**src/include/divider_settings.svh**
```systemverilog
`ifndef DIVIDER_SETTINGS_SVH
`define DIVIDER_SETTINGS_SVH

// data word width
`define DIV_XLEN 32

// operation codes, low two bits of funct3
`define DIV_OP_DIV  2'd0
`define DIV_OP_DIVU 2'd1
`define DIV_OP_REM  2'd2
`define DIV_OP_REMU 2'd3

// opcode bit meanings
`define DIV_OP_UNS_BIT 0
`define DIV_OP_REM_BIT 1

// quotient bits retired per step, and steps between pipeline registers
`define DIV_RADIX_BITS      4
`define DIV_STEPS_PER_STAGE 2

// result buffer entries
`define DIV_FIFO_DEPTH 4

`endif

```
**src/div_pkg.sv**
```systemverilog
`include "divider_settings.svh"

package div_pkg;

    // sideband carried alongside each divide through the core
    localparam int DIV_SIDE_W = 4;

    // sideband bit positions
    localparam int SIDE_REM_SEL  = 0;
    localparam int SIDE_NEG_QUO  = 1;
    localparam int SIDE_NEG_REM  = 2;
    localparam int SIDE_DIV_ZERO = 3;

    // working word of the restoring divider
    // raw view is the whole shift register
    // pair view splits it into partial remainder and dividend bits not yet consumed
    typedef union packed {
        logic [2*`DIV_XLEN-1:0] raw;
        struct packed {
            logic [`DIV_XLEN-1:0] part_rem;
            logic [`DIV_XLEN-1:0] pend;
        } pair;
    } div_work_u;

endpackage

```
**src/div_operand_stage.sv**
```systemverilog
`timescale 1ns/1ps
`include "divider_settings.svh"

module div_operand_stage
    import div_pkg::*;
(
    input  logic                  clk,
    input  logic                  reset,
    input  logic                  in_req,
    input  logic [1:0]            in_op,
    input  logic [`DIV_XLEN-1:0]  in_rs1,
    input  logic [`DIV_XLEN-1:0]  in_rs2,
    input  logic                  slot_free,
    output logic                  in_ack,
    output logic                  issue_valid,
    output logic [`DIV_XLEN-1:0]  issue_dividend,
    output logic [`DIV_XLEN-1:0]  issue_divisor,
    output logic [DIV_SIDE_W-1:0] issue_side
);

    localparam int XLEN = `DIV_XLEN;

    logic                  ack_prev;
    logic                  accept;
    logic                  is_uns;
    logic                  rs1_neg;
    logic                  rs2_neg;
    logic                  div_zero;
    logic [XLEN-1:0]       rs1_mag;
    logic [XLEN-1:0]       rs2_mag;
    logic [DIV_SIDE_W-1:0] side_next;

    // accept only on a fresh request with a result slot reserved for it
    assign accept = in_req & ~in_ack & ~ack_prev & slot_free;

    // handshake control
    always_ff @(posedge clk) begin
        if (reset) begin
            in_ack      <= 1'b0;
            ack_prev    <= 1'b0;
            issue_valid <= 1'b0;
        end else begin
            ack_prev    <= in_ack;
            issue_valid <= accept;
            if (accept) begin
                in_ack <= 1'b1;
            end else if (!in_req) begin
                in_ack <= 1'b0;
            end
        end
    end

    // signed operands become magnitudes, most negative value maps onto itself
    assign is_uns   = in_op[`DIV_OP_UNS_BIT];
    assign rs1_neg  = ~is_uns & in_rs1[XLEN-1];
    assign rs2_neg  = ~is_uns & in_rs2[XLEN-1];
    assign rs1_mag  = rs1_neg ? -in_rs1 : in_rs1;
    assign rs2_mag  = rs2_neg ? -in_rs2 : in_rs2;
    assign div_zero = (in_rs2 == '0);

    always_comb begin
        side_next = '0;
        side_next[SIDE_REM_SEL]  = in_op[`DIV_OP_REM_BIT];
        // quotient of x/0 stays all ones regardless of signs
        side_next[SIDE_NEG_QUO]  = (rs1_neg ^ rs2_neg) & ~div_zero;
        // remainder follows the dividend sign
        side_next[SIDE_NEG_REM]  = rs1_neg;
        side_next[SIDE_DIV_ZERO] = div_zero;
    end

    // issue bus payload
    always_ff @(posedge clk) begin
        if (accept) begin
            issue_dividend <= rs1_mag;
            issue_divisor  <= rs2_mag;
            issue_side     <= side_next;
        end
    end

endmodule

```
**config.mk**
```make
export PLATFORM = sky130hd
export DESIGN_NAME = div_operand_stage
export DESIGN_NICKNAME = d
export VERILOG_FILES = /design/src/div_pkg.sv /design/src/div_operand_stage.sv
export VERILOG_INCLUDE_DIRS = /design/src /design/src/include
export SDC_FILE = /design/constraint.sdc
export NUM_CORES = 1
export LEC_CHECK = 0
export BUFFER_PORTS_ARGS = -buffer_cell sky130_fd_sc_hd__buf_2
export CORE_UTILIZATION = 40
export CTS_CLUSTER_DIAMETER = 100
export DETAILED_ROUTE_END_ITERATION = 6
export PLACE_DENSITY = 0.7
export SLEW_MARGIN = 20
export SYNTH_ARGS = -nofsm -noshare
export SYNTH_HDL_FRONTEND = slang
export SYNTH_SLANG_ARGS = --single-unit
export TNS_END_PERCENT = 10
```
**constraint.sdc**
```tcl
create_clock -name clk -period 11.6 [get_ports clk]
set_input_delay 2.32 -clock clk [delete_from_list [all_inputs] [get_ports clk]]
set_output_delay 2.32 -clock clk [all_outputs]
set_load 0.01 [all_outputs]
```
==> impl_metrics.env <==
export IMPL_p_leak_nw=1.818
export IMPL_dp_hpwl_mm=6.057
export IMPL_syn_area_um2=3561
export IMPL_cts_tree="built"
export IMPL_async_reset_ff_share_pct=0
export IMPL_start_kind="input pin"
export IMPL_busiest_layer="met2"
export IMPL_synth_avg_cell_area_um2=12.32
export IMPL_rsz0062_at_grt="no"
export IMPL_antenna_left=0
export IMPL_use_met3_pct=6.556
export IMPL_synth_seq_cells=71
export IMPL_drt_iter0_drc=154
export IMPL_hp_start="in_ack$_SDFFE_PP0P_"
export IMPL_grt_max_degree=37
export IMPL_slew_viol_final=0
export IMPL_met1_usage_pct=22.28
export IMPL_final_common_cell="buf_2"
export IMPL_wirelength_mm=8.208
export IMPL_drive_gt1_share_pct=37.16
export IMPL_hold_path_class="reg -> reg"
export IMPL_fillers=780
export IMPL_gp_congestion=0.9062
export IMPL_post_drt_wl_per_cell_um=15.09
export IMPL_reg2reg_from="in_ack$_SDFFE_PP0P_"
export IMPL_reg2reg_depth=2
export IMPL_cellPowerDensity_nw_per_um2=128.1
export IMPL_grt_use_met2_pct=28.37
export IMPL_max_slew_margin_rel_pct=45.32
export IMPL_drc=0
export IMPL_clock_latency_ns=0.34
export IMPL_die_area_um2=9283
export IMPL_via_per_inst=5.195
export IMPL_firstDrtPassIters=4
export IMPL_report_final_setup_viol=0
export IMPL_clk_pin_slew_worst_paths_ns=0.08
export IMPL_clock_skew_ns=0.01094
export IMPL_antenna_found_initial=0
export IMPL_synth_cell_types=36
export IMPL_rrSetupSlack_ns=10.12
export IMPL_place_area_um2=4385
export IMPL_synth_edff_count=68
export IMPL_drv_cap=0
export IMPL_crit_path_end_kind="register"
export IMPL_hold_buffers=0
export IMPL_crit_arrival_ns=4.18
export IMPL_hold_end="ack_prev$_SDFF_PP0_"
export IMPL_fp_row_count=34
export IMPL_path_class="in -> reg"
export IMPL_cts_setup_buffers=0
export IMPL_core_um2=8678
export IMPL_cts_resized=0
export IMPL_fin_crit_sh_pct=35.33
export IMPL_grt_usage_pct=17.79
export IMPL_fp_dieW_um=96.35
export IMPL_r2r_end="issue_divisor[7]$_DFFE_PP_"
export IMPL_required_ns=11.69
export IMPL_path_max_fanout=10
export IMPL_fin_ws_ns=7.502
export IMPL_syn_inst=289
export IMPL_whs_path_depth=1
export IMPL_ir_worst_vdd_uv=64.25
export IMPL_seq_area_frac_synth_pct=59.03
export IMPL_grt_pass1_wl_mm=12.38
export IMPL_die_y_um=96.35
export IMPL_synth_ff_type="edfxtp_1"
export IMPL_stdcell_area_um2=4583
export IMPL_h_tree_depth=3
export IMPL_setup_tns_ns=0
export IMPL_status="finished, final reports clean"
export IMPL_clockBufferDepth=2
export IMPL_worst_pin_slew_ns=0.8202
export IMPL_layout_nets=503
export IMPL_diodes=0
export IMPL_final_cell_mix="buf_2 (139), edfxtp_1 (68), xnor2_1 (34)"
export IMPL_grt_ovfl_total=0
export IMPL_fmaxAchievable_mhz=244.0
export IMPL_grt_pass1_vias=2573
export IMPL_synth_fp_nets=361
export IMPL_yosys_warnings=0
export IMPL_min_period_ns=4.098
export IMPL_start_util_pct=41.03
export IMPL_routed_via_count=2826
export IMPL_io_pins=140
export IMPL_root_buffer="clkbuf_8"
export IMPL_detailedPlace_worstSlack_ns=7.163
export IMPL_final_hold_viol_count=0
export IMPL_port_buffer_count=139
export IMPL_cts_made_buffers=9
export IMPL_syn_to_final_growth_pct=28.71
export IMPL_cts_sinks=71
==> cells in the mapped netlist, drive strengths merged, types with 2 or more instances <==
master | number | area (µm²)
edfxtp | 68 | 2042
xnor2 | 34 | 297.8
xor2 | 24 | 210.2
nor2 | 22 | 82.58
o31ai | 14 | 105.1
nor3 | 13 | 65.06
inv | 11 | 41.29
a31oi | 10 | 62.56
a21oi | 9 | 45.04
clkbuf | 9 | 33.78
nand2 | 9 | 33.78
o21ai | 8 | 40.04
nor4 | 6 | 67.56
o41ai | 6 | 52.55
a41oi | 5 | 43.79
or3 | 5 | 31.28
nand2b | 4 | 25.02
nand4 | 4 | 31.28
nor2b | 4 | 25.02
or4 | 4 | 30.03
dfxtp | 3 | 60.06
buf | 2 | 10.01
ha | 2 | 25.02
nand3 | 2 | 10.01
nor3b | 2 | 15.01
==> stage by stage <==
stage,instances,total power (W),util (%),hold WS (ns)
CTS,544,0.0005943,52.81,0.5401
floorplan,289,0.0003563,-,0.5158
finish,544,0.0005873,52.81,0.5420
global route,544,0.0006147,52.81,0.5663
global placement,528,0.0003918,50.53,0.5157
detailed placement,528,0.0003941,50.53,0.5272
==> critical path, stage by stage <==
cell and delay, ns:
buf_2 0.12, or4_1 0.69, nor4_4 0.62, a41oi_1 0.25
xor2_1 0.19
==> logic make-up after synthesis <==
logic type / share of synthesized area [%]
buffers and inverters: 2.389
AO/OA/AOI/OAI: 10.51
adder cells (fa/ha/maj): 0.7026
AND/OR/NAND/NOR: 13.11
XOR/XNOR: 14.27
flip-flops: 59.03
==> state kept, by name, summed over array words and instances, names as in the netlist <==
signal	count
issue_dividend	32
ack_prev	1
in_ack	1
issue_divisor	32
issue_side	4
issue_valid	1
==> worst max-delay path by stage <==
stage                          from                      endpoint  cells after the start
after floorplan           slot_free   issue_dividend[0]$_DFFE_PP_                      1
after global placement    in_rs2[6]   issue_divisor[29]$_DFFE_PP_                      5
after detailed placement  in_rs2[0]   issue_divisor[30]$_DFFE_PP_                      7
after CTS                 in_rs2[0]   issue_divisor[30]$_DFFE_PP_                      7
after global routing      in_rs1[4]  issue_dividend[29]$_DFFE_PP_                      5
final                     in_rs2[6]   issue_divisor[29]$_DFFE_PP_                      5
==> routing by layer <==
| layer | share of wire [%] | vias up |
|---|---|---|
| met3 | 9.3 | 8 |
| met2 | 48 | 122 |
| met4 | 1.2 | 0 |
| met1 | 42 | 1322 |
| li1 | - | 1374 |
| met5 | 0 | - |
==> layout make-up <==
class	count	area, µm²	area share (%)
Clock buffer	10	127.6	2.785
Clock inverter	6	70.07	1.529
Inverter	11	41.29	0.9009
Multi-Input combinational cell	196	1389	30.30
Sequential cell	71	2102	45.86
Tap cell	108	135.1	2.948
Timing Repair Buffer	142	718.2	15.67
==> where the power goes <==
| group | total (W) | switching (W) | internal [W] | leakage, nW |
|---|---|---|---|---|
| clock | 0.000199 | 0.0000983 | 0.000101 | 0.101 |
| sequential | 0.000304 | 0.00000338 | 0.000300 | 0.658 |
| combinational | 0.0000842 | 0.0000484 | 0.0000358 | 1.06 |
Note: power is estimated with default switching activity, not from simulation.
