--- src/include/divider_settings.svh ---
`ifndef DIVIDER_SETTINGS_SVH
`define DIVIDER_SETTINGS_SVH

// data word width
`define DIV_XLEN 32

// operation codes, low two bits of funct3
`define DIV_OP_DIV  2'd0
`define DIV_OP_DIVU 2'd1
`define DIV_OP_REM  2'd2
`define DIV_OP_REMU 2'd3

// opcode bit meanings
`define DIV_OP_UNS_BIT 0
`define DIV_OP_REM_BIT 1

// quotient bits retired per step, and steps between pipeline registers
`define DIV_RADIX_BITS      4
`define DIV_STEPS_PER_STAGE 2

// result buffer entries
`define DIV_FIFO_DEPTH 4

`endif

--- src/div_pkg.sv ---
`include "divider_settings.svh"

package div_pkg;

    // sideband carried alongside each divide through the core
    localparam int DIV_SIDE_W = 4;

    // sideband bit positions
    localparam int SIDE_REM_SEL  = 0;
    localparam int SIDE_NEG_QUO  = 1;
    localparam int SIDE_NEG_REM  = 2;
    localparam int SIDE_DIV_ZERO = 3;

    // working word of the restoring divider
    // raw view is the whole shift register
    // pair view splits it into partial remainder and dividend bits not yet consumed
    typedef union packed {
        logic [2*`DIV_XLEN-1:0] raw;
        struct packed {
            logic [`DIV_XLEN-1:0] part_rem;
            logic [`DIV_XLEN-1:0] pend;
        } pair;
    } div_work_u;

endpackage

--- src/div_result_stage.sv ---
`timescale 1ns/1ps
`include "divider_settings.svh"

module div_result_stage
    import div_pkg::*;
(
    input  logic                  clk,
    input  logic                  reset,
    input  logic                  issue_valid,
    input  logic                  core_valid,
    input  logic [`DIV_XLEN-1:0]  core_quot,
    input  logic [`DIV_XLEN-1:0]  core_rem,
    input  logic [DIV_SIDE_W-1:0] core_side,
    input  logic                  out_ack,
    output logic                  slot_free,
    output logic                  out_req,
    output logic [`DIV_XLEN-1:0]  out_result
);

    localparam int XLEN  = `DIV_XLEN;
    localparam int DEPTH = `DIV_FIFO_DEPTH;
    localparam int AW    = $clog2(DEPTH);
    localparam int CW    = $clog2(DEPTH + 1);

    logic [XLEN-1:0] sel_val;
    logic            negate;
    logic            fix_valid;
    logic [XLEN-1:0] fix_data;
    logic [XLEN-1:0] mem [0:DEPTH-1];
    logic [AW-1:0]   wr_ptr;
    logic [AW-1:0]   rd_ptr;
    logic [CW-1:0]   fifo_count;
    logic [CW-1:0]   reserved;
    logic            ack_wait;
    logic            pop;

    // pick the result and restore its sign
    assign sel_val = core_side[SIDE_REM_SEL] ? core_rem : core_quot;
    assign negate  = core_side[SIDE_REM_SEL] ? core_side[SIDE_NEG_REM]
                                             : core_side[SIDE_NEG_QUO] & ~core_side[SIDE_DIV_ZERO];

    always_ff @(posedge clk) begin
        if (reset) begin
            fix_valid <= 1'b0;
        end else begin
            fix_valid <= core_valid;
        end
    end

    always_ff @(posedge clk) begin
        fix_data <= negate ? -sel_val : sel_val;
    end

    // result FIFO, never overflows since every entry was reserved at issue
    always_ff @(posedge clk) begin
        if (fix_valid) begin
            mem[wr_ptr] <= fix_data;
        end
    end

    always_ff @(posedge clk) begin
        if (reset) begin
            wr_ptr     <= '0;
            rd_ptr     <= '0;
            fifo_count <= '0;
        end else begin
            if (fix_valid) begin
                wr_ptr <= (wr_ptr == AW'(DEPTH - 1)) ? '0 : wr_ptr + 1'b1;
            end
            if (pop) begin
                rd_ptr <= (rd_ptr == AW'(DEPTH - 1)) ? '0 : rd_ptr + 1'b1;
            end
            case ({fix_valid, pop})
                2'b10:   fifo_count <= fifo_count + 1'b1;
                2'b01:   fifo_count <= fifo_count - 1'b1;
                default: fifo_count <= fifo_count;
            endcase
        end
    end

    // credit, counts divides in flight plus buffered results
    always_ff @(posedge clk) begin
        if (reset) begin
            reserved <= '0;
        end else begin
            case ({issue_valid, pop})
                2'b10:   reserved <= reserved + 1'b1;
                2'b01:   reserved <= reserved - 1'b1;
                default: reserved <= reserved;
            endcase
        end
    end

    assign slot_free = (reserved < CW'(DEPTH));

    // output handshake, wait for ack low before the next request
    assign out_req    = (fifo_count != '0) & ~ack_wait;
    assign out_result = mem[rd_ptr];
    assign pop        = out_req & out_ack;

    always_ff @(posedge clk) begin
        if (reset) begin
            ack_wait <= 1'b0;
        end else if (pop) begin
            ack_wait <= 1'b1;
        end else if (!out_ack) begin
            ack_wait <= 1'b0;
        end
    end

endmodule

--- config.mk ---
export PLATFORM = sky130hd
export DESIGN_NAME = div_result_stage
export DESIGN_NICKNAME = d
export VERILOG_FILES = /design/src/div_pkg.sv /design/src/div_result_stage.sv
export VERILOG_INCLUDE_DIRS = /design/src /design/src/include
export SDC_FILE = /design/constraint.sdc
export NUM_CORES = 1
export LEC_CHECK = 0
export ABC_CLOCK_PERIOD_IN_PS = 4800
export CAP_MARGIN = 20
export CORE_AREA = 5 5 165 88
export CTS_BUF_LIST = sky130_fd_sc_hd__clkbuf_8
export CTS_CLUSTER_DIAMETER = 100
export DETAILED_ROUTE_END_ITERATION = 10
export DIE_AREA = 0 0 170 93
export DONT_BUFFER_PORTS = 1
export HOLD_SLACK_MARGIN = 0.03
export PLACE_DENSITY = 0.72
export SYNTH_ARGS = -nofsm -noshare
export SYNTH_HDL_FRONTEND = slang
export SYNTH_SLANG_ARGS = --single-unit
--- constraint.sdc ---
create_clock -name clk -period 4.8 [get_ports clk]
set_input_delay 0.24 -clock clk [delete_from_list [all_inputs] [get_ports clk]]
set_output_delay 0.24 -clock clk [all_outputs]
set_load 0.05 [all_outputs]
==> flow_metrics.env <==
export IMPL_outcome="finished, final reports clean"
export IMPL_cts_root_buf="clkbuf_8"
export IMPL_synthAdderAreaFrac_pct=1.92
export IMPL_cts_htree_levels=4
export IMPL_synth_top_cell_by_area="edfxtp_1"
export IMPL_netlist_instances=474
export IMPL_holdBufCountCts=38
export IMPL_crit_fanout=4
export IMPL_setup_ws_ns=1.86
export IMPL_antenna_found_initial=0
export IMPL_p_per_area_mw_per_mm2=450
export IMPL_num_fill_cells=905
export IMPL_finalMaxSlewViolations=0
export IMPL_post_dp_hpwl_um=10700
export IMPL_grt_ovfl_total=0
export IMPL_ios=107
export IMPL_cts_setup_buffers=0
export IMPL_fin_crit_ns=2.94
export IMPL_core_mm2=0.0130
export IMPL_drive_gt1_share_pct=14.6
export IMPL_placed_area_mm2=0.00747
export IMPL_numPortBuffers=0
export IMPL_wl_per_cell_um=22.5
export IMPL_yosys_mux_area_fraction_pct=13.9
export IMPL_drtPass1Iterations=5
export IMPL_cp_required_ns=5.18
export IMPL_totalNegativeSetupSlack_ns=0
export IMPL_vias_per_cell=6.05
export IMPL_crit_type="reg -> reg"
export IMPL_insertion_delay_ns=0.45
export IMPL_via_count=4310
export IMPL_grt_pass1_vias=4274
export IMPL_cts_tree="built"
export IMPL_dieArea_mm2=0.0158
export IMPL_final_cell_mix="edfxtp_1 (128), dfxtp_1 (45), dlygate4sd3_1 (43), nor2_1 (32), mux4_2 (32)"
export IMPL_die_h_um=93
export IMPL_dr_first_iter_drc_count=390
export IMPL_synth_cell_types=45
export IMPL_grt_max_degree=90
export IMPL_synthesis_nets=557
export IMPL_regArea_mm2=0.00477
export IMPL_initial_core_util_pct=55.9
export IMPL_hold_class="in -> reg"
export IMPL_gp_congestion=0.847
export IMPL_die_width_um=170
export IMPL_area_growth_pct=14.0
export IMPL_fin_area_mm2=0.00830
export IMPL_ys_async_sr_fraction_pct=0
export IMPL_clock_skew_ns=0.0128
export IMPL_rows=30
export IMPL_max_slew_margin_rel_pct=36.7
export IMPL_yosys_top_cells_area="edfxtp_1 (53%), dfxtp_1 (13%), mux4_2 (9.9%)"
export IMPL_antenna_left=0
export IMPL_path_clk_slew_ns=0.09
export IMPL_synth_top_area_share_pct=52.8
export IMPL_fin_crit_sh_pct=61.2
export IMPL_finalWirelength_um=16000
export IMPL_leakage_nw=2.75
export IMPL_grt_pass1_wl_um=24500
export IMPL_postSynthAreaPerCell_um2=15.4
export IMPL_syn_area_mm2=0.00728
export IMPL_dp_slack_ns=1.90
export IMPL_clockBufferDepth=2
export IMPL_drcViolationCount=0
export IMPL_synth_compound_area_share_pct=5.10
export IMPL_rsz0062_at_grt="false"
export IMPL_power_mw=3.74
export IMPL_worst_slew_pin_slew_ns=0.945
export IMPL_end_kind="register"
export IMPL_arrival_ns=3.32
export IMPL_layout_nets=606
export IMPL_final_common_cell="edfxtp_1"
export IMPL_cts_resized_gates=0
export IMPL_synth_simple_area_share_pct=7.80
export IMPL_hold_viol_final=0
export IMPL_cts_sinks=174
export IMPL_synth_top_family_by_area="multiplexers"
export IMPL_synth_edf_count=128
export IMPL_n_antenna_cell=0
export IMPL_synth_xor_area_share_pct=4.09
export IMPL_synthFlopType="edfxtp_1"
export IMPL_irDropWorstVdd_mv=0.227
export IMPL_fmax_mhz=340
export IMPL_drv_cap=0
export IMPL_grt_util_all_layers_pct=21.0
export IMPL_setup_viol=0
export IMPL_yosysWarnings=0
export IMPL_multi_input_area_mm2=0.00239
export IMPL_ys_seq_area_share_pct=65.4
export IMPL_synth_seq_cells=174
export IMPL_start_kind="register"
export IMPL_cts_buffers_inserted=17
## logic make-up (layout without fill, tap and decap cells)
family / after synthesis / in the layout
compound gates: 60 / 60
xor+xnor: 34 / 34
simple gates: 103 / 103
flops: 174 / 174
mux: 61 / 61
buf+inv: 32 / 94
fa+ha+maj: 10 / 10
## cells in the mapped netlist, types with 2 or more instances
cell type / n
or4_1: 4
o32a_1: 2
mux2_2: 2
o32ai_1: 4
o21ai_0: 15
edfxtp_1: 128
inv_1: 12
o22ai_1: 4
dfxtp_1: 46
o41ai_1: 2
clkbuf_1: 9
buf_2: 5
mux4_2: 32
and2_1: 6
nand2b_1: 7
a21oi_1: 21
o31ai_1: 2
or3_1: 4
or4b_1: 2
a31oi_1: 4
or2_2: 2
ha_1: 8
buf_1: 6
nand2_1: 8
xor2_1: 17
mux2i_1: 27
nor4_1: 6
nor3b_1: 7
xnor2_1: 17
nor3_1: 18
fa_1: 2
nor2_1: 32
## worst paths after layout
kind / slack [ns] / end / from / cells after the start
setup / recovery: 1.86 / fifo_count[2] / fifo_count[0] / 9
hold reg to reg: 0.48 / mem[1][4] / fix_data[4] / 0
setup reg to reg: 1.86 / fifo_count[2] / fifo_count[0] / 9
hold / removal: 0.05 / fix_data[31] / core_quot[31] / 2
## routing by layer
metal | vias up | track usage, % | share of wire [%]
li1 | 1931 | - | -
met1 | 2175 | 29.5 | 45
met4 | 2 | 5.91 | 1.6
met2 | 175 | 31.0 | 45
met5 | - | 4.01 | 0.51
met3 | 27 | 7.26 | 8.4
## critical path: stages (launching register included)
cell	delay, ns
dfxtp_1	0.41
nor3_1	0.08
nor2_1	0.72
and2_1	0.35
ha_1	0.23
inv_1	0.06
fa_1	0.39
xor2_1	0.17
or3_1	0.32
a21oi_1	0.15
## sequential cells by signal, indices dropped and copies added, names as in the netlist, named ones only
| name | count |
|---|---|
| rd_ptr | 2 |
| mem | 128 |
| fix_data | 32 |
| fifo_count | 3 |
| fix_valid | 1 |
| ack_wait | 1 |
| reserved | 3 |
| wr_ptr | 2 |
## where the power goes
group          switching, mW  internal [mW]
Combinational          0.588          0.293
Clock                  0.535          0.470
Sequential            0.0985           1.75
Total                   1.22           2.51
## through the flow
stage,instances,utilization (%),hold WS [ns]
final,712,63.7,0.0470
after CTS,707,63.3,0.0305
after floorplan,474,-,0.312
after global placement,637,57.4,0.312
after detailed placement,637,57.4,0.312
after global routing,712,63.7,0.0223
## final cells by class
class	instances	share of cell area [%]
clock inverter	15	1.94
clock buffer	17	2.82
sequential	174	57.4
timing repair buffer	50	5.82
inverter	12	0.543
tap	176	2.65
multi-input combinational	268	28.8
Note: power is estimated with default switching activity, not from simulation.
